<file path="src/hdl/deconv_pkg.sv">
package deconv_pkg;

    //////////////////////////////////////////////////////////////////////
    // Geometry
    //////////////////////////////////////////////////////////////////////

    localparam int FEAT_SIZE    = 4;
    localparam int WGT_SIZE     = 3;
    localparam int OUT_SIZE     = FEAT_SIZE + WGT_SIZE - 1;
    localparam int NUM_KERNELS  = 4;
    localparam int NUM_CHANNELS = 4;
    localparam int PIX_W        = 16;
    localparam int ACC_W        = 32;

    // Channel ends must be at least one channel walk apart
    localparam int ISSUE_GAP    = FEAT_SIZE * FEAT_SIZE;

    localparam int NUM_TAPS     = WGT_SIZE * WGT_SIZE;
    localparam int NUM_POS      = OUT_SIZE * OUT_SIZE;
    localparam int TAP_W        = $clog2(NUM_TAPS);
    localparam int POS_W        = $clog2(NUM_POS);
    localparam int CHAN_W       = $clog2(NUM_CHANNELS);
    localparam int COORD_W      = $clog2(FEAT_SIZE);

    //////////////////////////////////////////////////////////////////////
    // Beat and command types
    //////////////////////////////////////////////////////////////////////

    typedef logic [PIX_W-1:0] pix_t;
    typedef logic [ACC_W-1:0] acc_t;

    // Kernel 0 in the low slice
    typedef pix_t [NUM_KERNELS-1:0] wgt_beat_t;

    // One pixel per 2x2 quadrant with top-left lowest
    typedef struct packed {
        pix_t br;
        pix_t bl;
        pix_t tr;
        pix_t tl;
    } feat_beat_t;

    typedef struct packed {
        logic              en;
        logic [CHAN_W-1:0] chan;
        logic [TAP_W-1:0]  tap;
    } wgt_wr_t;

    typedef struct packed {
        logic               valid;
        pix_t               pixel;
        logic [COORD_W-1:0] row;
        logic [COORD_W-1:0] col;
        logic [CHAN_W-1:0]  chan;
        logic               last;
    } issue_t;

    typedef acc_t [NUM_KERNELS-1:0] res_beat_t;

endpackage

</file>
<file path="src/hdl/result_drain.sv">
`timescale 1ns/1ns

module result_drain (
    input  logic                         i_clk,
    input  logic                         i_rst,
    input  deconv_pkg::issue_t           i_issue,
    input  deconv_pkg::res_beat_t        i_lane_data,
    output logic                         o_rd_en,
    output logic [deconv_pkg::POS_W-1:0] o_rd_pos,
    output logic                         o_res_valid,
    output deconv_pkg::res_beat_t        o_res
);
    import deconv_pkg::*;

    logic             rd_busy;
    logic [POS_W-1:0] rd_cnt;
    logic             img_end;
    logic             rd_last;

    assign img_end = i_issue.valid && i_issue.last;
    assign rd_last = rd_busy && (rd_cnt == POS_W'(NUM_POS - 1));

    //////////////////////////////////////////////////////////////////////
    // Read sequence over all output positions
    //////////////////////////////////////////////////////////////////////

    always_ff @(posedge i_clk)
    begin
        if (i_rst)
        begin
            rd_busy <= 1'b0;
            rd_cnt  <= '0;
        end
        else if (img_end)
        begin
            rd_busy <= 1'b1;
            rd_cnt  <= '0;
        end
        else if (rd_last)
        begin
            rd_busy <= 1'b0;
            rd_cnt  <= '0;
        end
        else if (rd_busy)
        begin
            rd_cnt <= rd_cnt + 1'b1;
        end
    end

    assign o_rd_en  = rd_busy;
    assign o_rd_pos = rd_cnt;

    // Output beat lags its read by one cycle
    always_ff @(posedge i_clk)
    begin
        if (i_rst)
        begin
            o_res_valid <= 1'b0;
        end
        else
        begin
            o_res_valid <= rd_busy;
        end
    end

    always_ff @(posedge i_clk)
    begin
        if (rd_busy)
        begin
            o_res <= i_lane_data;
        end
    end

    assert property (@(posedge i_clk) disable iff (i_rst)
        img_end |-> !rd_busy)
        else $error("image ended while previous drain still running");

endmodule

</file>
<file path="config.mk">
export PLATFORM = sky130hd
export DESIGN_NAME = result_drain
export DESIGN_NICKNAME = d
export VERILOG_FILES = /design/src/hdl/deconv_pkg.sv /design/src/hdl/result_drain.sv
export SDC_FILE = /design/constraint.sdc
export NUM_CORES = 1
export LEC_CHECK = 0
export BUFFER_PORTS_ARGS = -buffer_cell sky130_fd_sc_hd__buf_2
export CAP_MARGIN = 25
export CORE_AREA = 8 8 107 158
export DETAILED_ROUTE_END_ITERATION = 8
export DIE_AREA = 0 0 115 166
export PLACE_DENSITY_LB_ADDON = 0.15
export SLEW_MARGIN = 15
export SYNTH_ARGS = -nofsm -noshare
export SYNTH_HDL_FRONTEND = slang
export SYNTH_SLANG_ARGS = --single-unit
</file>
<file path="constraint.sdc">
create_clock -name i_clk -period 5.71 [get_ports i_clk]
set_input_delay 0.571 -clock i_clk [delete_from_list [all_inputs] [get_ports i_clk]]
set_output_delay 0.571 -clock i_clk [all_outputs]
set_load 0.05 [all_outputs]
</file>
# After elaboration in Yosys (flattened, before gate mapping)
# Index checks and enable logic that the tools add are counted.
classes:
  n_addsub: 1
  eq_ne: 1
  n_mux: 2
  reduce_logical: 4
op_table:
  columns: ["cell", "n"]
  rows:
  - ["6-bit by 1-bit adder with 6-bit output (second input constant)", 1]
  - ["6-bit equality test (second input constant)", 1]
  - ["3-bit OR reduction", 1]
  - ["1-bit logical AND", 2]
  - ["1-bit two-way mux", 2]
  - ["2-bit nonzero test", 1]
totals:
  reg_bits: 136
  output_inout_bits: 136

# Logic depth before layout (Yosys ltp)
# Gate-level depths: netlist (run 1).
logic_depth:
  word_depth: 4
  ltp_mapped: 4
  ltp_nobuf: 4

# Least setup slack after synthesis (run 1)
# No wires, ideal clock.
synth_timing:
  kind: "flip-flop to flip-flop"
  from: "reg rd_busy (netlist: o_rd_en)"
  to: "reg rd_cnt[5] (netlist: o_rd_pos[5])"
  setup_ns: 0.070
  t_arrival_ns: 4.643
  slack_ns: 0.997
  path_stages_with_launch: 5
  path_buffers: 1
  synth_period_minus_slack_ns: 4.713
  path_cell_list: "dfxtp_1 buf_2 nand4_1 or3_1 a21oi_1"
synth_between:
  elab_chain_len: 2
synth_rtl:
  columns: ["item", "line", "text"]
  rows:
  - ["start: declaration", "result_drain.sv:15", "logic rd_busy;"]
  - ["start signal: assignment", "result_drain.sv:31", "rd_busy <= 1'b0;"]
  - ["start signal: assignment", "result_drain.sv:36", "rd_busy <= 1'b1;"]
  - ["start signal: assignment", "result_drain.sv:41", "rd_busy <= 1'b0;"]
  - ["1-bit logical AND", "result_drain.sv:21", "assign rd_last = rd_busy && (rd_cnt == POS_W'(NUM_POS - 1));"]
  - ["3-bit OR reduction (no source line)", null, null]
  - ["end signal: assignment", "result_drain.sv:46", "rd_cnt <= rd_cnt + 1'b1;"]
  - ["end: declaration", "result_drain.sv:16", "logic [POS_W-1:0] rd_cnt;"]
# Several ways; a longest one is shown, not always the timed one.
# A chain may end at the register's enable or synchronous reset.

# Final worst setup path (run 1)
layout_timing:
  from: "reg rd_busy (netlist: o_rd_en)"
  to: "reg rd_cnt[4] (netlist: o_rd_pos[4])"
# The elaborated chain is that of the path after synthesis.

==> impl_metrics.yaml, run 1 <==
status:
  outcome: "complete, no violations"
clock_tree:
  path_clk_slew_ns: 0.06
  htreeDepth: 4
  clock_sinks: 136
  hold_buffers: 0
  post_cts_resized: 0
  cts_made_buffers: 17
  root_buffer: "clkbuf_16"
  cts_setup_buffers: 0
  clk_latency_ns: 0.41
  cts_tree: "yes"
  cts_buffer_depth: 2
timing:
  maxClockFrequency_mhz: 410
  rsz0062_at_grt: "false"
  layout_worst_path_cycle_share_pct: 42.7
  worst_slew_pin_slew_ns: 0.943
  tns_ns: 0
  clock_skew_ns: 0.0100
  slew_headroom_pct: 37.2
  period_needed_ns: 2.44
  drv_slew: 0
  setup_viol: 0
  finalHoldViolations: 0
cells_and_area:
  seqCellArea_um2: 4010
  nets: 603
  syn_to_final_growth_pct: 53.2
  nFillCells: 1392
  final_common_cell: "buf_2"
  diodes: 0
  layout.cells.most_common_list: "267 x buf_2, 128 x edfxtp_1, 17 x clkbuf_16"
  drive_gt1_share_pct: 65.4
  multi_input_area_um2: 168
  final_cell_area_um2: 6400
place:
  numPortBuffers: 267
  post-dp-hpwl_mm: 9.24
  gp_congestion: 0.701
  placed_area_um2: 5770
detailed_routing:
  vias: 2613
  post_drt_wl_per_cell_um: 18.2
  ant_nets: 0
  drt_iter0_drc: 72
  drtPass1Iterations: 6
  vias_per_cell: 3.97
  drt_wl_total_mm: 12.0
  drc: 0
power:
  leakage_uw: 0.00268
  power_density_nw_per_um2: 406
  total_power_uw: 2600
  ir_drop_mv: 0.163
worst_setup_path:
  crit_chain: "buf_4 -> nand4_1 -> xor2_1 -> nor2_1"
  crit_slowest_cell: "dfxtp_4"
  slowest_delay_ns: 0.96
  path_delay_family: "flip-flops"
  crit_fanout: 75
  cp-end-kind: "flop"
  arrival_ns: 2.73
  critPathLaunch: "o_rd_en"
  crit_required_ns: 6.00
  path_buf_inv: 1
  start_kind: "flop"
  reg2reg_from: "o_rd_en"
  critPathKind: "reg2reg"
global_routing:
  use_met3_pct: 6.37
  grt_overflow_total: 0
  grt-busiest-layer: "met2"
  grtUsageMet2_pct: 23.8
  antenna_found_initial: 3
  grtUsageMet1_pct: 10.6
  grtUsageTotal_pct: 12.7
  grt_max_degree: 76
  grt_pass1_wl_mm: 17.3
  grt_pass1_vias: 2859
die:
  die_w_um: 115
  die_h_um: 166
  fp.dieArea_um2: 19100
  start_util_pct: 28.4
  ios: 290
  rows: 55
  core_area_um2: 14700
worst_hold_path:
  min_from: "i_lane_data[109]"
  hp-class: "in2reg"
logic_synthesis:
  synth_fp_nets: 317
  syn_area_um2: 4180
  syn_inst: 162
  yosysWarningCount: 0
  netlist-cell-type-count: 17
  avgSynthCellArea_um2: 25.8
  ys_seq_elements: 136
  yosysSeqAreaShare_pct: 95.9
run:
  maxCapViolations: 0
[cell families (layout without fill, tap and decap cells)]
| kind of cell | Yosys count | in the layout | share of synthesized area (%) |
|---|---|---|---|
| adders and majority gates | 1 | 1 | 0.300 |
| DFF | 136 | 136 | 95.9 |
| xor gates and xnor gates | 4 | 4 | 0.839 |
| and+or+nand+nor | 13 | 13 | 1.65 |
| buffers and inverters | 1 | 298 | 0.120 |
| AOI/OAI and AO/OA | 6 | 6 | 0.988 |
| muxes | 1 | 1 | 0.240 |
[where the power goes]
group | leakage, µW | total, µW | internal [µW] | switching [µW]
Combinational | 0.00112 | 257 | 61.1 | 196
Clock | 0.000306 | 1170 | 771 | 401
Sequential | 0.00126 | 1170 | 1150 | 21.9
[final timing paths]
path	cells after the start	endpoint	slack [ns]
worst max-delay path	4	o_rd_pos[4]	3.27
worst min-delay path	1	o_res[109]	0.33
worst max register to register	4	o_rd_pos[4]	3.27
worst min register to register	2	o_rd_pos[5]	0.52
[Yosys cell counts]
| cell | count | area share [%] |
|---|---|---|
| a21oi_1 | 3 | 0.36 |
| buf_2 | 1 | 0.12 |
| dfxtp_1 | 8 | 3.8 |
| edfxtp_1 | 128 | 92 |
| ha_1 | 1 | 0.30 |
| mux2i_1 | 1 | 0.24 |
| nand2_1 | 3 | 0.27 |
| nand4_1 | 2 | 0.30 |
| nor2_1 | 5 | 0.45 |
| nor2b_1 | 1 | 0.15 |
| o21ai_0 | 1 | 0.12 |
| o21ai_1 | 1 | 0.12 |
| o21ai_4 | 1 | 0.39 |
| or3_1 | 1 | 0.15 |
| or4b_4 | 1 | 0.33 |
| xnor2_1 | 1 | 0.21 |
| xor2_1 | 3 | 0.63 |
[per-stage QoR]
step | cells | utilization, % | setup slack (ns) | hold WS (ns)
2_1_floorplan | 162 | - | 0.997 | 0.640
3_3_place_gp | 628 | 39.2 | 3.38 | 0.503
3_5_place_dp | 628 | 39.2 | 3.31 | 0.498
4_1_cts | 658 | 43.5 | 3.26 | 0.308
5_1_grt | 658 | 43.5 | 3.02 | 0.303
6_report | 658 | 43.5 | 3.27 | 0.330
[per-layer routing]
metal  wire, µm  share of wire (%)
met4        258                2.2
met3       1250                 10
met1       3620                 30
met5         32               0.27
met2       6810                 57
[final cells by class]
class                   instances  area share (%)
clock buffers                  18            6.71
clock inverters                12            3.17
multi-input cells              25            2.62
flip-flops and latches        136            62.6
well taps                     199            3.89
repair buffers                268            21.0
[worst reg2reg max path, stage by stage, from the launching register on]
cell and delay [ns]:
dfxtp_4 0.96, buf_4 0.84, nand4_1 0.25, xor2_1 0.23, nor2_1 0.05
[flip-flops by register name (all words and copies together) (netlist names)]
signal / count
o_res: 128
o_rd_en: 1
o_res_valid: 1
o_rd_pos: 6
(Power assumes the default switching activity.)
==> run 2, diff against run 1 <==
==> constraint.sdc (replaced) <==
create_clock -name i_clk -period 2.2 [get_ports i_clk]
set_input_delay 0.22 -clock i_clk [delete_from_list [all_inputs] [get_ports i_clk]]
set_output_delay 0.22 -clock i_clk [all_outputs]
set_load 0.05 [all_outputs]
==> impl_metrics.yaml, run 2 (same netlist as run 1, synthesis figures left out) <==
die:
  start_util_pct: 28.4
  die_w_um: 115
  core_area_um2: 14700
  die_h_um: 166
  rows: 55
  fp.dieArea_um2: 19100
  ios: 290
detailed_routing:
  drt_wl_total_mm: 13.5
  ant_nets: 0
  drc: 0
  post_drt_wl_per_cell_um: 17.1
  drtPass1Iterations: 4
  vias: 3148
  drt_iter0_drc: 123
  vias_per_cell: 3.98
worst_setup_path:
  start_kind: "flop"
  path_buf_inv: 1
  critPathKind: "reg2out"
  slowest_delay_ns: 0.50
  crit_fanout: 18
  crit_chain: "buf_2"
  cp-end-kind: "output pin"
  arrival_ns: 1.24
  crit_required_ns: 1.98
  crit_slowest_cell: "dfxtp_4"
  path_delay_family: "flip-flops"
cells_and_area:
  nFillCells: 1285
  layout.cells.most_common_list: "267 x buf_2, 128 x dlygate4sd3_1, 128 x edfxtp_1"
  final_common_cell: "buf_2"
  top_register: "o_res"
  seqCellArea_um2: 4010
  final_cell_area_um2: 7680
  drive_gt1_share_pct: 51.5
  syn_to_final_growth_pct: 83.9
  diodes: 0
  multi_input_area_um2: 168
  nets: 734
  largest_reg_flops: 128
timing:
  period_needed_ns: 1.46
  finalHoldViolations: 0
  tns_ns: 0
  layout_worst_path_cycle_share_pct: 66.3
  drv_slew: 0
  rsz0062_at_grt: "false"
  setup_viol: 0
  slew_headroom_pct: 72.0
  clock_skew_ns: 0.00503
  fin_ws_ns: 0.741
  maxClockFrequency_mhz: 686
  worst_slew_pin_slew_ns: 0.420
clock_tree:
  cts_made_buffers: 17
  path_clk_slew_ns: 0.06
  clock_sinks: 136
  clk_latency_ns: 0.41
  htreeDepth: 4
  cts_tree: "yes"
  hold_buffers: 128
  post_cts_resized: 0
  root_buffer: "clkbuf_16"
  cts_setup_buffers: 0
  cts_buffer_depth: 2
power:
  ir_drop_mv: 0.441
  leakage_uw: 0.00321
  power_density_nw_per_um2: 877
  total_power_uw: 6730
global_routing:
  grt_max_degree: 45
  grtUsageTotal_pct: 14.1
  grt_pass1_vias: 3518
  grt_overflow_total: 0
  antenna_found_initial: 0
  grt_pass1_wl_mm: 19.7
place:
  placed_area_um2: 5800
  post-dp-hpwl_mm: 9.84
  dp_slack_ns: 0.833
  numPortBuffers: 267
  gp_congestion: 0.717
worst_hold_path:
  hp-class: "in2reg"
run:
  maxCapViolations: 0
status:
  outcome: "complete, no violations"
run 2: final cells by class:
type / instances / share of cell area, %
flip-flops and latches: 136 / 52.2
repair buffers: 399 / 34.6
clock buffers: 18 / 5.59
well taps: 199 / 3.24
multi-input cells: 25 / 2.18
clock inverters: 14 / 2.15
run 2: per-stage QoR:
stage                     hold slack (ns)  instances  util [%]
final                              0.0263        791      52.1
after global routing              0.00457        791      52.1
after CTS                         0.00826        791      52.1
after detailed placement            0.398        631      39.4
after global placement              0.396        631      39.4
after floorplan                     0.279        162         -
run 2: path summary, 6_finish.rpt:
kind                                     start           to  slack (ns)  depth (start not counted)
worst max register to register     o_rd_pos[2]  o_rd_pos[4]        0.86                          3
worst min-delay path            i_lane_data[0]     o_res[0]        0.03                          1
worst min register to register     o_rd_pos[5]  o_rd_pos[5]        0.50                          2
worst max-delay path                   o_rd_en      o_rd_en        0.74                          1
run 2: power breakdown:
part	total [µW]	internal, µW	switching (µW)
Combinational	892	315	577
Sequential	3010	2970	33.9
Clock	2830	1700	1130
run 2: per-layer routing:
metal	part of all wire, %	up-vias	track usage (%)	routed length (µm)
li1	-	1480	-	-
met5	0	-	0	0
met3	7.7	33	4.81	1040
met1	33	1485	12.9	4510
met2	55	150	25.8	7430
met4	4.0	0	8.67	538
==> run 3, diff against run 2 <==
==> constraint.sdc (replaced) <==
create_clock -name i_clk -period 1.2 [get_ports i_clk]
set_input_delay 0.12 -clock i_clk [delete_from_list [all_inputs] [get_ports i_clk]]
set_output_delay 0.12 -clock i_clk [all_outputs]
set_load 0.05 [all_outputs]
==> impl_metrics.yaml, run 3 (same netlist as run 1, synthesis figures left out) <==
status:
  outcome: "finished, violations left"
  violations: "negative setup slack"
cells_and_area:
  final_cell_area_um2: 7920
  nets: 752
  top_register: "o_res"
  final_common_cell: "buf_2"
  syn_to_final_growth_pct: 89.7
  drive_gt1_share_pct: 52.5
  largest_reg_flops: 128
  layout.cells.most_common_list: "261 x buf_2, 131 x dlygate4sd3_1, 128 x edfxtp_1"
  fin_cells: 809
clock_tree:
  cts_tree: "yes"
  clk_latency_ns: 0.40
  cts_buffer_depth: 2
  cts_made_buffers: 17
  htreeDepth: 4
  root_buffer: "clkbuf_16"
  clock_sinks: 136
  path_clk_slew_ns: 0.06
die:
  core_area_um2: 14700
  die_h_um: 166
  start_util_pct: 28.4
  ios: 290
  rows: 55
  die_w_um: 115
  fp.dieArea_um2: 19100
worst_setup_path:
  crit_required_ns: 1.49
  crit_slowest_cell: "or4b_4"
  start_kind: "flop"
  cp-end-kind: "flop"
  arrival_ns: 1.56
  slowest_delay_ns: 0.55
  crit_chain: "or4b_4 -> o21ai_4 -> nor2_1"
  critPathKind: "reg2reg"
  crit_fanout: 6
timing:
  fin_ws_ns: -0.0736
  drv_slew: 0
  worst_slew_pin_slew_ns: 0.291
  slew_headroom_pct: 80.8
  layout_worst_path_cycle_share_pct: 106
  maxClockFrequency_mhz: 785
  holdWs_ns: 0.0858
  clock_skew_ns: 0.00843
  rsz0062_at_grt: "true"
  finalHoldViolations: 0
  period_needed_ns: 1.27
  setup_viol: 6
detailed_routing:
  vias_per_cell: 3.98
  drt_wl_total_mm: 14.1
  drt_iter0_drc: 86
  vias: 3219
  drtPass1Iterations: 4
  ant_nets: 0
  drc: 0
  post_drt_wl_per_cell_um: 17.4
power:
  leakage_uw: 0.00332
  p_sw_uw: 3100
  combPwrFrac_pct: 14.6
  seq_power_share_pct: 45.6
  p_clk_share_pct: 39.7
  intPower_uw: 8970
  p_sw_share_pct: 25.7
  ir_drop_mv: 0.758
  power_density_nw_per_um2: 1520
worst_hold_path:
  hp-class: "in2reg"
global_routing:
  grt_pass1_wl_mm: 20.8
  grt_pass1_vias: 3647
  grt_overflow_total: 0
  antenna_found_initial: 1
  grtUsageTotal_pct: 14.7
  grt_max_degree: 41
run:
  maxCapViolations: 0
place:
  placed_area_um2: 5950
  numPortBuffers: 267
  gp_congestion: 0.748
  dp_slack_ns: -0.0907
  place_inst: 642
  post-dp-hpwl_mm: 10.3
[run 3: changes by cell type in the layout (fill, tap and decap cells not counted), sizes merged, moves of 2 or more]
cell         previous run  this run
buf                   271       285
clkinv                  2         7
dlygate4sd3           128       131
clkinvlp                4         2
inv                     6         4
[run 3: metal layers]
layer | up-vias | track usage [%] | wire (µm)
met3 | 21 | 4.84 | 1030
met2 | 141 | 27.5 | 7950
met1 | 1535 | 13.5 | 4730
met4 | 0 | 7.75 | 366
met5 | - | 0 | 0
li1 | 1522 | - | -
[run 3: cell type report]
type	count	area (µm²)
tap	199	249
multi-input combinational	25	168
timing repair buffer	417	2940
fill	1264	6800
clock buffer	17	425
clock inverter	14	124
antenna	1	2.50
sequential	136	4010
[run 3: critical path, delay by kind of cell, from the launching register on]
kind               cells  cell delay, ns
AOI/OAI and AO/OA      1            0.22
DFF                    1            0.31
and+or+nand+nor        2            0.63
[run 3: repair_timing]
action	CTS	global route
setup buffers	1	2
pin swaps	6	2
hold buffers	131	0
endpoints found under the hold margin	130	0
endpoints found under the setup margin	12	11
resized for setup	14	4
gates cloned	1	0
[run 3: power by group through the flow]
stage | Sequential (µW) | Clock, µW | Combinational (µW)
after global placement | 5600 | 0 | 1370
after detailed placement | 5610 | 0 | 1380
after global routing | 5530 | 5100 | 1850
after CTS | 5510 | 4970 | 1780
after floorplan | 6420 | 0 | 25.6
final | 5510 | 4800 | 1770
[run 3: path summary, 6_finish.rpt]
| path | startpoint | end | slack (ns) | depth (start not counted) |
|---|---|---|---|---|
| max | o_rd_pos[3] | o_rd_pos[0] | -0.07 | 3 |
| min reg2reg | o_rd_pos[5] | o_rd_pos[5] | 0.51 | 2 |
| min | i_issue[23] | o_rd_pos[5] | 0.09 | 4 |
| max reg2reg | o_rd_pos[3] | o_rd_pos[0] | -0.07 | 3 |
[run 3: through the flow]
stage	power (µW)	TNS (ns)	utilization [%]
4_1_cts	12200	-0.390	53.6
3_5_place_dp	6990	-0.505	40.4
3_3_place_gp	6970	-0.384	40.4
5_1_grt	12500	-0.689	53.8
2_1_floorplan	6440	-65.02	-
6_report	12100	-0.325	53.8
