$ cat config.mk
export PLATFORM = sky130hd
export DESIGN_NAME = input_sequencer
export DESIGN_NICKNAME = d
export VERILOG_FILES = /design/src/hdl/deconv_pkg.sv /design/src/hdl/input_sequencer.sv
export SDC_FILE = /design/constraint.sdc
export NUM_CORES = 1
export LEC_CHECK = 0
export BUFFER_PORTS_ARGS = -buffer_cell sky130_fd_sc_hd__buf_2
export CORE_ASPECT_RATIO = 0.5
export CORE_MARGIN = 2
export CORE_UTILIZATION = 60
export DETAILED_ROUTE_END_ITERATION = 10
export GPL_ROUTABILITY_DRIVEN = 0
export HOLD_SLACK_MARGIN = 0.06
export MAX_ROUTING_LAYER = met4
export PLACE_DENSITY = 0.78
export SYNTH_ARGS = -nofsm -noshare
export SYNTH_HDL_FRONTEND = slang
export SYNTH_SLANG_ARGS = --single-unit
$ cat constraint.sdc
create_clock -name i_clk -period 7.86 [get_ports i_clk]
set_clock_uncertainty 0.15 [all_clocks]
set_input_delay 1.965 -clock i_clk [delete_from_list [all_inputs] [get_ports i_clk]]
set_output_delay 1.965 -clock i_clk [all_outputs]
set_load 0.02 [all_outputs]
$ cat src/hdl/deconv_pkg.sv
package deconv_pkg;

    //////////////////////////////////////////////////////////////////////
    // Geometry
    //////////////////////////////////////////////////////////////////////

    localparam int FEAT_SIZE    = 4;
    localparam int WGT_SIZE     = 3;
    localparam int OUT_SIZE     = FEAT_SIZE + WGT_SIZE - 1;
    localparam int NUM_KERNELS  = 4;
    localparam int NUM_CHANNELS = 4;
    localparam int PIX_W        = 16;
    localparam int ACC_W        = 32;

    // Channel ends must be at least one channel walk apart
    localparam int ISSUE_GAP    = FEAT_SIZE * FEAT_SIZE;

    localparam int NUM_TAPS     = WGT_SIZE * WGT_SIZE;
    localparam int NUM_POS      = OUT_SIZE * OUT_SIZE;
    localparam int TAP_W        = $clog2(NUM_TAPS);
    localparam int POS_W        = $clog2(NUM_POS);
    localparam int CHAN_W       = $clog2(NUM_CHANNELS);
    localparam int COORD_W      = $clog2(FEAT_SIZE);

    //////////////////////////////////////////////////////////////////////
    // Beat and command types
    //////////////////////////////////////////////////////////////////////

    typedef logic [PIX_W-1:0] pix_t;
    typedef logic [ACC_W-1:0] acc_t;

    // Kernel 0 in the low slice
    typedef pix_t [NUM_KERNELS-1:0] wgt_beat_t;

    // One pixel per 2x2 quadrant with top-left lowest
    typedef struct packed {
        pix_t br;
        pix_t bl;
        pix_t tr;
        pix_t tl;
    } feat_beat_t;

    typedef struct packed {
        logic              en;
        logic [CHAN_W-1:0] chan;
        logic [TAP_W-1:0]  tap;
    } wgt_wr_t;

    typedef struct packed {
        logic               valid;
        pix_t               pixel;
        logic [COORD_W-1:0] row;
        logic [COORD_W-1:0] col;
        logic [CHAN_W-1:0]  chan;
        logic               last;
    } issue_t;

    typedef acc_t [NUM_KERNELS-1:0] res_beat_t;

endpackage

$ cat src/hdl/input_sequencer.sv
`timescale 1ns/1ns

module input_sequencer (
    input  logic                   i_clk,
    input  logic                   i_rst,
    input  logic                   i_wgt_valid,
    input  logic                   i_feat_valid,
    input  deconv_pkg::feat_beat_t i_feat,
    output deconv_pkg::wgt_wr_t    o_wgt_wr,
    output deconv_pkg::issue_t     o_issue
);
    import deconv_pkg::*;

    localparam int HALF      = FEAT_SIZE / 2;
    localparam int BEATS     = HALF * HALF;
    localparam int BEAT_W    = $clog2(BEATS);
    localparam int PIX_IDX_W = $clog2(ISSUE_GAP);

    logic [TAP_W-1:0]     wgt_tap;
    logic [CHAN_W-1:0]    wgt_chan;

    pix_t                 asm_buf [FEAT_SIZE][FEAT_SIZE];
    logic [BEAT_W-1:0]    feat_cnt;
    logic [CHAN_W-1:0]    feat_chan;
    logic [COORD_W-1:0]   row_off;
    logic [COORD_W-1:0]   col_off;
    logic                 feat_last;
    logic                 chan_done;
    logic [CHAN_W-1:0]    done_chan;

    pix_t                 issue_buf [FEAT_SIZE][FEAT_SIZE];
    logic                 issue_busy;
    logic [CHAN_W-1:0]    issue_chan;
    logic [PIX_IDX_W-1:0] pix_idx;
    logic [COORD_W-1:0]   issue_row;
    logic [COORD_W-1:0]   issue_col;
    logic                 issue_end;
    logic                 img_active;

    //////////////////////////////////////////////////////////////////////
    // Weight beats
    //////////////////////////////////////////////////////////////////////

    always_ff @(posedge i_clk)
    begin
        if (i_rst)
        begin
            wgt_tap  <= '0;
            wgt_chan <= '0;
        end
        else if (i_wgt_valid)
        begin
            if (wgt_tap == TAP_W'(NUM_TAPS - 1))
            begin
                wgt_tap  <= '0;
                wgt_chan <= wgt_chan + 1'b1;
            end
            else
            begin
                wgt_tap <= wgt_tap + 1'b1;
            end
        end
    end

    assign o_wgt_wr = '{en: i_wgt_valid, chan: wgt_chan, tap: wgt_tap};

    //////////////////////////////////////////////////////////////////////
    // Feature assembly
    //////////////////////////////////////////////////////////////////////

    // Beat k sits at row k mod 2, column k div 2 of every quadrant
    assign row_off   = COORD_W'(feat_cnt % HALF);
    assign col_off   = COORD_W'(feat_cnt / HALF);
    assign feat_last = i_feat_valid && (feat_cnt == BEAT_W'(BEATS - 1));

    always_ff @(posedge i_clk)
    begin
        if (i_feat_valid)
        begin
            asm_buf[row_off][col_off]               <= i_feat.tl;
            asm_buf[row_off][col_off + HALF]        <= i_feat.tr;
            asm_buf[row_off + HALF][col_off]        <= i_feat.bl;
            asm_buf[row_off + HALF][col_off + HALF] <= i_feat.br;
        end
    end

    always_ff @(posedge i_clk)
    begin
        if (i_rst)
        begin
            feat_cnt  <= '0;
            feat_chan <= '0;
            chan_done <= 1'b0;
            done_chan <= '0;
        end
        else
        begin
            chan_done <= feat_last;
            if (i_feat_valid)
            begin
                feat_cnt <= feat_cnt + 1'b1;
            end
            if (feat_last)
            begin
                feat_chan <= feat_chan + 1'b1;
                done_chan <= feat_chan;
            end
        end
    end

    //////////////////////////////////////////////////////////////////////
    // Pixel issue
    //////////////////////////////////////////////////////////////////////

    assign issue_end = issue_busy && (pix_idx == PIX_IDX_W'(ISSUE_GAP - 1));
    assign issue_row = pix_idx[PIX_IDX_W-1 -: COORD_W];
    assign issue_col = pix_idx[COORD_W-1:0];

    always_ff @(posedge i_clk)
    begin
        if (chan_done)
        begin
            issue_buf <= asm_buf;
        end
    end

    always_ff @(posedge i_clk)
    begin
        if (i_rst)
        begin
            issue_busy <= 1'b0;
            issue_chan <= '0;
            pix_idx    <= '0;
        end
        else if (chan_done)
        begin
            issue_busy <= 1'b1;
            issue_chan <= done_chan;
            pix_idx    <= '0;
        end
        else if (issue_end)
        begin
            issue_busy <= 1'b0;
        end
        else if (issue_busy)
        begin
            pix_idx <= pix_idx + 1'b1;
        end
    end

    always_comb
    begin
        o_issue.valid = issue_busy;
        o_issue.pixel = issue_buf[issue_row][issue_col];
        o_issue.row   = issue_row;
        o_issue.col   = issue_col;
        o_issue.chan  = issue_chan;
        o_issue.last  = issue_end && (issue_chan == CHAN_W'(NUM_CHANNELS - 1));
    end

    // Image runs from its first feature beat to its last issued pixel
    assign img_active = (feat_cnt != '0) || (feat_chan != '0) || chan_done || issue_busy;

    assert property (@(posedge i_clk) disable iff (i_rst)
        feat_last |=> (!issue_busy || issue_end))
        else $error("feature channel completed while issue still busy");

    assert property (@(posedge i_clk) disable iff (i_rst)
        i_wgt_valid |-> !img_active)
        else $error("weight beat during an image");

endmodule

* After elaboration in Yosys (flattened, before gate mapping)
Index checks and enable logic that the tools add are counted.
** Cells by class
- Add/sub/neg operators :: 7
- Bitwise gates (word level) :: 7
- Magnitude comparators :: 10
- Multiplexer cells :: 25
- Equal/unequal tests :: 4
- Reductions and logical operators :: 11
** Operators with widths (number)
- 256-bit bitwise mux :: 4
- 64-bit demux with 2-bit select :: 4
- 64-bit two-way mux :: 6
- 64-bit binary-select mux with 2-bit select :: 1
- 33-bit by 3-bit greater-or-equal comparator with 1-bit output (second input constant) :: 2
- 33-bit by 1-bit less-than comparator with 1-bit output (second input constant) :: 2
- 3-bit NOT with 33-bit output :: 2
- 16-bit demux with 2-bit select :: 2
- 16-bit two-way mux :: 4
- 16-bit binary-select mux with 2-bit select :: 1
- 3-bit greater-or-equal comparator (second input constant) :: 4
- 4-bit by 1-bit adder with 4-bit output (second input constant) :: 2
- 4-bit == test (second input constant) :: 2
- 1-bit logical AND :: 7
- 1-bit by 2-bit adder with 3-bit output (second input constant) :: 2
- 2-bit by 1-bit adder with 2-bit output (second input constant) :: 3
- 3-bit by 1-bit less-than comparator with 1-bit output (second input constant) :: 2
- 1-bit NOT with 3-bit output :: 2
- 2-bit NOT with 3-bit output :: 2
- 2-bit == test (second input constant) :: 2
- 4-bit two-way mux :: 1
- 2-bit AND reduction :: 2
- 1-bit two-way mux :: 2
- 2-bit nonzero test :: 1
- 2 further kinds :: 2
** Word-level totals
- Word-level logic and storage cells :: 105
- Input bits :: 68
- Register bits :: 532

* Depth between registers and ports, before layout
Gate-level depths: netlist of run 1.
- Word-level depth :: 11
- Depth in mapped cells :: 6

* Worst setup path after synthesis of run 1
OpenSTA, ideal clock, no wires.
- Path type :: reg2reg
- From :: register chan_done
- To :: register pix_idx[2]
- Slack :: 810 ps
- Cell stages (with the launch flop) :: 3
- Path buffers :: 0
- Arrival time :: 6771 ps
- Required time :: 7581 ps
- Path through :: dfxtp_1 > or2_2 > a211oi_1
** Between the ends
- Longest elaborated chain between the ends :: 1
** Ends and longest elaborated chain
- from (decl) :: RTL line input_sequencer.sv:28 : logic chan_done;
- from (signal assigned) :: RTL line input_sequencer.sv:98 : chan_done <= feat_last;
- 2-bit OR reduction (no source line)
- to (signal assigned) :: RTL line input_sequencer.sv:147 : pix_idx <= pix_idx + 1'b1;
- to (decl) :: RTL line input_sequencer.sv:34 : logic [PIX_IDX_W-1:0] pix_idx;
Every way passes these cells.
A chain may end at the register's enable or synchronous reset.

==> results.sh, run 1 <==
export IMPL_max_freq_mhz=185.3
export IMPL_status="finished clean"
export IMPL_ios=99
export IMPL_path_clk_slew_ns=0.07
export IMPL_cts_buffers=43
export IMPL_synth_area_um2=18810
export IMPL_final_nets=1079
export IMPL_fin_area_um2=21040
export IMPL_drt_iter0_markers=790
export IMPL_yosysWarnings=0
export IMPL_min_from="asm_buf[43]"
export IMPL_drt_total_wl_mm=34.73
export IMPL_ys_seq_elements=532
export IMPL_synth_top_area_share_pct=81.73
export IMPL_ys_types=35
export IMPL_cts_setup_buffers=0
export IMPL_via_per_inst=5.816
export IMPL_cts_tree="done"
export IMPL_ant_nets=0
export IMPL_cts_hold_buffers=0
export IMPL_p_per_area_nw_per_um2=256.3
export IMPL_fin_hold_ws_ns=0.2624
export IMPL_critical_path_class="reg -> out"
export IMPL_grt_overflow_total=0
export IMPL_ys_flop_type="edfxtp_1"
export IMPL_area_growth_pct=11.85
export IMPL_maxSlewViolCount=0
export IMPL_crit_start="pix_idx[2]"
export IMPL_rsz0062_at_grt="false"
export IMPL_drive_gt1_share_pct=23.11
export IMPL_synth_top_cell_by_area="edfxtp_1"
export IMPL_setup_viol=0
export IMPL_synth_area_top_cells="edfxtp_1 82%, mux4_2 3.8%, and2_1 2.3%"
export IMPL_ir_drop_mv=0.1575
export IMPL_final_setup_tns_ns=0
export IMPL_end_kind="output port"
export IMPL_die_w_um=254.4
export IMPL_coreArea_um2=30570
export IMPL_die_area_um2=32870
export IMPL_grt_pass1_vias=8836
export IMPL_hpwl_mm=19.17
export IMPL_ys_async_sr_fraction_pct=0
export IMPL_syn_inst=890
export IMPL_placed_cell_area_um2=19700
export IMPL_max_stage_delay_ns=0.96
export IMPL_antenna_found_initial=5
export IMPL_leakage_nw=6.873
export IMPL_maxCapViolations=0
export IMPL_port_buffers=98
export IMPL_clock_sinks=532
export IMPL_postLayoutCoreUtil_pct=68.82
export IMPL_grt_pass1_wl_mm=52.03
export IMPL_min_period_over_period_pct=68.66
export IMPL_critPathRequiredTime_ns=5.75
export IMPL_crit_chain="buf_4, mux2_2, o221ai_1, o22ai_1, buf_2"
export IMPL_drcViolationCount=0
export IMPL_htreeDepth=2
export IMPL_first_pass_iters=5
export IMPL_seq_area_frac_synth_pct=83.86
export IMPL_wire_per_inst_um=23.74
export IMPL_finalCriticalPeriod_ns=5.396
export IMPL_clk_latency_ns=0.55
export IMPL_grt_max_degree=91
export IMPL_reg2reg_from="feat_cnt[0]"
export IMPL_tightest_slew_ns=1.159
export IMPL_synth_nets=965
export IMPL_finalHoldViolCount=0
export IMPL_cts_resized=0
export IMPL_yosysMostFrequentCell="edfxtp_1"
export IMPL_initial_core_util_pct=61.53
export IMPL_synth_edf_count=512
export IMPL_num_vias=8509
export IMPL_num_rows=45
export IMPL_synthTopCellsByCount="512 x edfxtp_1, 68 x and2_1, 46 x nor2_1"
export IMPL_crit_slowest_cell="dfxtp_4"
export IMPL_cp_arrival_ns=3.28
export IMPL_start_kind="flop"
export IMPL_layout_setup_ws_ns=2.464
export IMPL_hp_class="reg -> reg"
export IMPL_max_slew_margin_pct=22.76
export IMPL_pre_cts_ws_ns=3.060
export IMPL_path_max_fanout=52
export IMPL_grt_use_total_pct=22.72
export IMPL_clockRootBuffer="clkbuf_16"
export IMPL_clock_path_buffers=3
export IMPL_die_h_um=129.2
export IMPL_syn_area_per_cell_um2=21.14
-- registers in the layout (all words and copies together) (netlist names), 2 cells and up --
register	cells
pix_idx	4
issue_buf	256
wgt_chan	2
wgt_tap	4
asm_buf	256
feat_chan	2
feat_cnt	2
issue_chan	2
done_chan	2
-- layout make-up --
class | count | area (µm²)
Clock buffer | 53 | 1156
Inverter | 8 | 30.03
Clock inverter | 22 | 172.7
Antenna cell | 6 | 15.01
Multi-Input combinational cell | 311 | 2785
Timing Repair Buffer | 108 | 565.5
Sequential cell | 532 | 15790
Fill cell | 1820 | 9534
Tap cell | 423 | 529.3
-- critical path, delay by kind of cell, from the launching register on --
family                 cells  cell delay (ns)
AO/OA/AOI/OAI              2             0.55
buffers and inverters      2             0.77
flip-flops                 1             0.96
multiplexers               1             0.39
-- layout by cell type, fill, tap and decap left out, types with 2 or more instances in the layout --
cell / instances
bufinv_16: 3
nand2_1: 7
ha_1: 7
clkbuf_1: 8
dfxtp_2: 2
edfxtp_1: 512
or3_1: 2
diode_2: 6
mux2_2: 32
buf_2: 98
mux4_2: 32
o221ai_1: 16
and2_4: 2
nand3_1: 4
clkbuf_16: 45
o21ai_0: 3
xor2_1: 4
inv_2: 2
and2_1: 65
inv_1: 6
o22ai_1: 16
clkinv_1: 10
dfxtp_1: 16
xnor2_1: 3
clkinv_2: 9
nand2b_1: 2
a221o_1: 16
nand4_1: 2
dfxtp_4: 2
mux2i_1: 36
nor2_1: 46
buf_4: 10
a21oi_1: 7
-- layer usage --
layer	vias up	track usage [%]	part of all wire (%)
li1	3761	-	-
met1	4384	28.69	39
met2	300	37.92	52
met3	64	4.681	6.9
met4	0	6.817	2.2
met5	-	-	0
-- metrics by stage --
stage / cells / total power [mW]
final: 1463 / 5.392
after floorplan: 890 / 3.318
after global routing: 1462 / 5.556
after global placement: 1382 / 3.376
after CTS: 1457 / 5.425
after detailed placement: 1382 / 3.388
-- path summary, 6_finish.rpt --
kind	endpoint	slack (ns)	cells after the start
worst max-delay path	o_issue[13]	2.46	5
worst max register to register	asm_buf[173]	4.51	4
worst min register to register	issue_buf[43]	0.26	0
worst min-delay path	issue_buf[43]	0.26	0
-- logic make-up after synthesis --
family                   after synthesis  share of synthesized area, %
AO/OA/AOI/OAI                         60                         2.481
flip-flops                           532                         83.86
AND/OR/NAND/NOR                      137                         3.838
multiplexers                         100                         7.663
adder cells (fa/ha/maj)                7                        0.4656
XOR/XNOR                               7                        0.3259
buffers and inverters                 47                         1.364
-- power by group --
| group | total, mW | switching, mW | internal, mW |
|---|---|---|---|
| logic | 0.126 | 0.0914 | 0.0347 |
| registers | 3.20 | 0.0194 | 3.18 |
| clock network | 2.07 | 0.927 | 1.14 |
| total | 5.39 | 1.04 | 4.35 |
No activity file was read; power rests on OpenSTA's default activity.
==> inputs of run 2 (changes only) <==
--- a/config.mk
+++ b/config.mk
@@ -5,15 +5,16 @@
 export SDC_FILE = /design/constraint.sdc
 export NUM_CORES = 1
 export LEC_CHECK = 0
+export ABC_AREA = 1
 export BUFFER_PORTS_ARGS = -buffer_cell sky130_fd_sc_hd__buf_2
 export CORE_ASPECT_RATIO = 0.5
 export CORE_MARGIN = 2
-export CORE_UTILIZATION = 60
+export CORE_UTILIZATION = 55
 export DETAILED_ROUTE_END_ITERATION = 10
 export GPL_ROUTABILITY_DRIVEN = 0
 export HOLD_SLACK_MARGIN = 0.06
 export MAX_ROUTING_LAYER = met4
-export PLACE_DENSITY = 0.78
+export PLACE_DENSITY = 0.76
 export SYNTH_ARGS = -nofsm -noshare
 export SYNTH_HDL_FRONTEND = slang
 export SYNTH_SLANG_ARGS = --single-unit
==> constraint.sdc (replaced) <==
create_clock -name i_clk -period 4.4 [get_ports i_clk]
set_clock_uncertainty 0.15 [all_clocks]
set_input_delay 1.1 -clock i_clk [delete_from_list [all_inputs] [get_ports i_clk]]
set_output_delay 1.1 -clock i_clk [all_outputs]
set_load 0.02 [all_outputs]
==> run 2 against run 1 <==
Routed wire length rose by 20%. Register-to-register slack worse by 2.3 ns. Area after synthesis up 7.4%. Global-route usage decreased by 0.052 points. Worst hold slack barely moved. Clock power increased by 96%. Final cell count up 53%. Non-clock buffer count up 13. Critical endpoint is now o_issue[9].
==> results.sh, run 2 <==
export IMPL_synthTopCellsByCount="512 x edfxtp_1, 463 x nand2_1, 320 x inv_1"
export IMPL_postLayoutCoreUtil_pct=63.18
export IMPL_hp_class="reg -> reg"
export IMPL_hpwl_mm=24.17
export IMPL_max_freq_mhz=265.1
export IMPL_die_w_um=275.0
export IMPL_nFillCells=2515
export IMPL_yosysWarnings=0
export IMPL_syn_inst=1596
export IMPL_max_slew_margin_pct=40.04
export IMPL_crit_buf_inv=2
export IMPL_num_rows=49
export IMPL_seq_area_frac_synth_pct=78.11
export IMPL_coreArea_um2=36050
export IMPL_grt_overflow_total=0
export IMPL_first_pass_iters=5
export IMPL_cts_resized=0
export IMPL_layout_common_cells="512 x edfxtp_1, 463 x nand2_1, 316 x inv_1"
export IMPL_finalHoldViolCount=0
export IMPL_leakage_nw=9.500
export IMPL_clk_latency_ns=0.57
export IMPL_cts_hold_buffers=0
export IMPL_grt_use_total_pct=22.67
export IMPL_synth_nets=1671
export IMPL_grt_pass1_vias=11273
export IMPL_end_kind="output port"
export IMPL_ys_flop_type="edfxtp_1"
export IMPL_critical_path_class="reg -> out"
export IMPL_num_vias=11546
export IMPL_ir_drop_mv=0.2250
export IMPL_synth_area_top_cells="edfxtp_1 76%, nand2_1 8.6%, inv_1 5.9%"
export IMPL_final_nets=1780
export IMPL_cts_setup_buffers=0
export IMPL_path_max_fanout=68
export IMPL_crit_family="buffers and inverters"
export IMPL_crit_start="pix_idx[3]"
export IMPL_crit_chain="buf_4, nand3_1, nand3_1, nand3_1, nand2_1, buf_2"
export IMPL_finalCriticalPeriod_ns=3.772
export IMPL_synth_edf_count=512
export IMPL_max_stage_delay_ns=0.71
export IMPL_die_h_um=139.5
export IMPL_top_regs="asm_buf: 256 flops, issue_buf: 256 flops"
export IMPL_via_per_inst=5.168
export IMPL_critPathRequiredTime_ns=3.15
export IMPL_status="finished clean"
export IMPL_area_growth_pct=12.76
export IMPL_synth_top_cell_by_area="edfxtp_1"
export IMPL_top_usage_layer="met2"
export IMPL_met2_usage_pct=35.69
export IMPL_cts_tree="done"
export IMPL_yosysMostFrequentCell="edfxtp_1"
export IMPL_start_kind="flop"
export IMPL_ys_async_sr_fraction_pct=0
export IMPL_clock_path_buffers=3
export IMPL_grtUsageMet3_pct=4.780
export IMPL_dp_cells=2142
export IMPL_clock_sinks=532
export IMPL_maxSlewViolCount=0
export IMPL_ys_types=21
export IMPL_initial_core_util_pct=56.03
export IMPL_crit_slowest_cell="buf_4"
export IMPL_setup_viol=0
export IMPL_ys_seq_elements=532
export IMPL_rsz0062_at_grt="false"
export IMPL_antenna_found_initial=9
export IMPL_maxCapViolations=0
export IMPL_die_area_um2=38360
export IMPL_tightest_slew_ns=0.8994
export IMPL_syn_area_per_cell_um2=12.65
export IMPL_reg2reg_from="feat_cnt[1]"
export IMPL_cts_buffers=45
export IMPL_drt_iter0_markers=1331
export IMPL_ant_nets=0
export IMPL_min_from="asm_buf[149]"
export IMPL_grt_max_degree=161
export IMPL_path_clk_slew_ns=0.07
export IMPL_final_setup_tns_ns=0
export IMPL_drt_total_wl_mm=41.77
export IMPL_min_period_over_period_pct=85.72
export IMPL_cp_arrival_ns=2.52
export IMPL_final_common_cell="edfxtp_1"
export IMPL_ios=99
export IMPL_drcViolationCount=0
export IMPL_clockRootBuffer="clkbuf_16"
export IMPL_critPathMostFrequentCell="nand3_1"
export IMPL_port_buffers=98
export IMPL_grt_pass1_wl_mm=62.96
export IMPL_use_met1_pct=29.64
export IMPL_htreeDepth=2
export IMPL_wire_per_inst_um=18.70
export IMPL_synth_area_um2=20200
export IMPL_stdcell_count=2234
export IMPL_synth_top_area_share_pct=76.12
export IMPL_p_per_area_nw_per_um2=440.0
export IMPL_drive_gt1_share_pct=11.77
-- run 2: cell count changes in the layout (fill, tap and decap cells not counted), sizes merged, moves of 8 or more --
cell and change:
mux2i -36, buf +13, o21ai +8, mux2 -32
mux4 -32, o22ai -16, a221o -16, nand3 +160
inv +316, and2 -68, o221ai -16, nor2 -30
nand2 +456
-- run 2: kinds of logic (layout without fill, tap and decap cells) --
| family | count (synthesis) | count (layout) | synth area share, % |
|---|---|---|---|
| buffers and inverters | 384 | 530 | 7.694 |
| and+or+nand+nor | 646 | 646 | 13.06 |
| other | 0 | 8 | 0 |
| DFF | 532 | 532 | 78.11 |
| adders and majority gates | 7 | 7 | 0.4336 |
| xor gates and xnor gates | 2 | 2 | 0.08675 |
| AOI/OAI and AO/OA | 25 | 25 | 0.6195 |
-- run 2: final cells by class --
type,instances,area [µm²],area share (%)
Inverter,325,1224,5.373
Clock inverter,28,270.3,1.187
Multi-Input combinational cell,680,2868,12.59
Sequential cell,532,15780,69.31
Tap cell,484,605.6,2.659
Timing Repair Buffer,121,763.2,3.351
Antenna cell,8,20.02,0.08790
Clock buffer,56,1240,5.444
-- run 2: final timing paths --
check / endpoint / slack, ns / cells after the start
setup reg to reg: asm_buf[42] / 2.19 / 5
hold reg to reg: issue_buf[149] / 0.26 / 0
hold / removal: issue_buf[149] / 0.26 / 0
setup / recovery: o_issue[9] / 0.63 / 6
-- run 2: report_power, final --
part	switching (mW)	total, mW	internal [mW]
clock	1.76	4.06	2.30
combinational	0.196	0.261	0.0651
sequential	0.0309	5.70	5.67
-- run 2: metrics by stage --
stage / setup slack (ns) / hold WS (ns) / instance area, µm² / power (mW)
after detailed placement: 1.247 / 0.2545 / 21240 / 6.072
after global routing: 0.4543 / 0.2692 / 22770 / 10.27
final: 0.6284 / 0.2623 / 22770 / 10.02
after CTS: 0.6399 / 0.2560 / 22750 / 10.06
after global placement: 1.251 / 0.2501 / 21240 / 6.053
after floorplan: 0.2503 / 0.2503 / 20200 / 5.928
-- run 2: layer usage --
| metal | vias up | wire [µm] |
|---|---|---|
| li1 | 5405 | - |
| met1 | 5512 | 16560 |
| met2 | 559 | 20290 |
| met3 | 70 | 4056 |
| met4 | 0 | 864 |
| met5 | - | 0 |
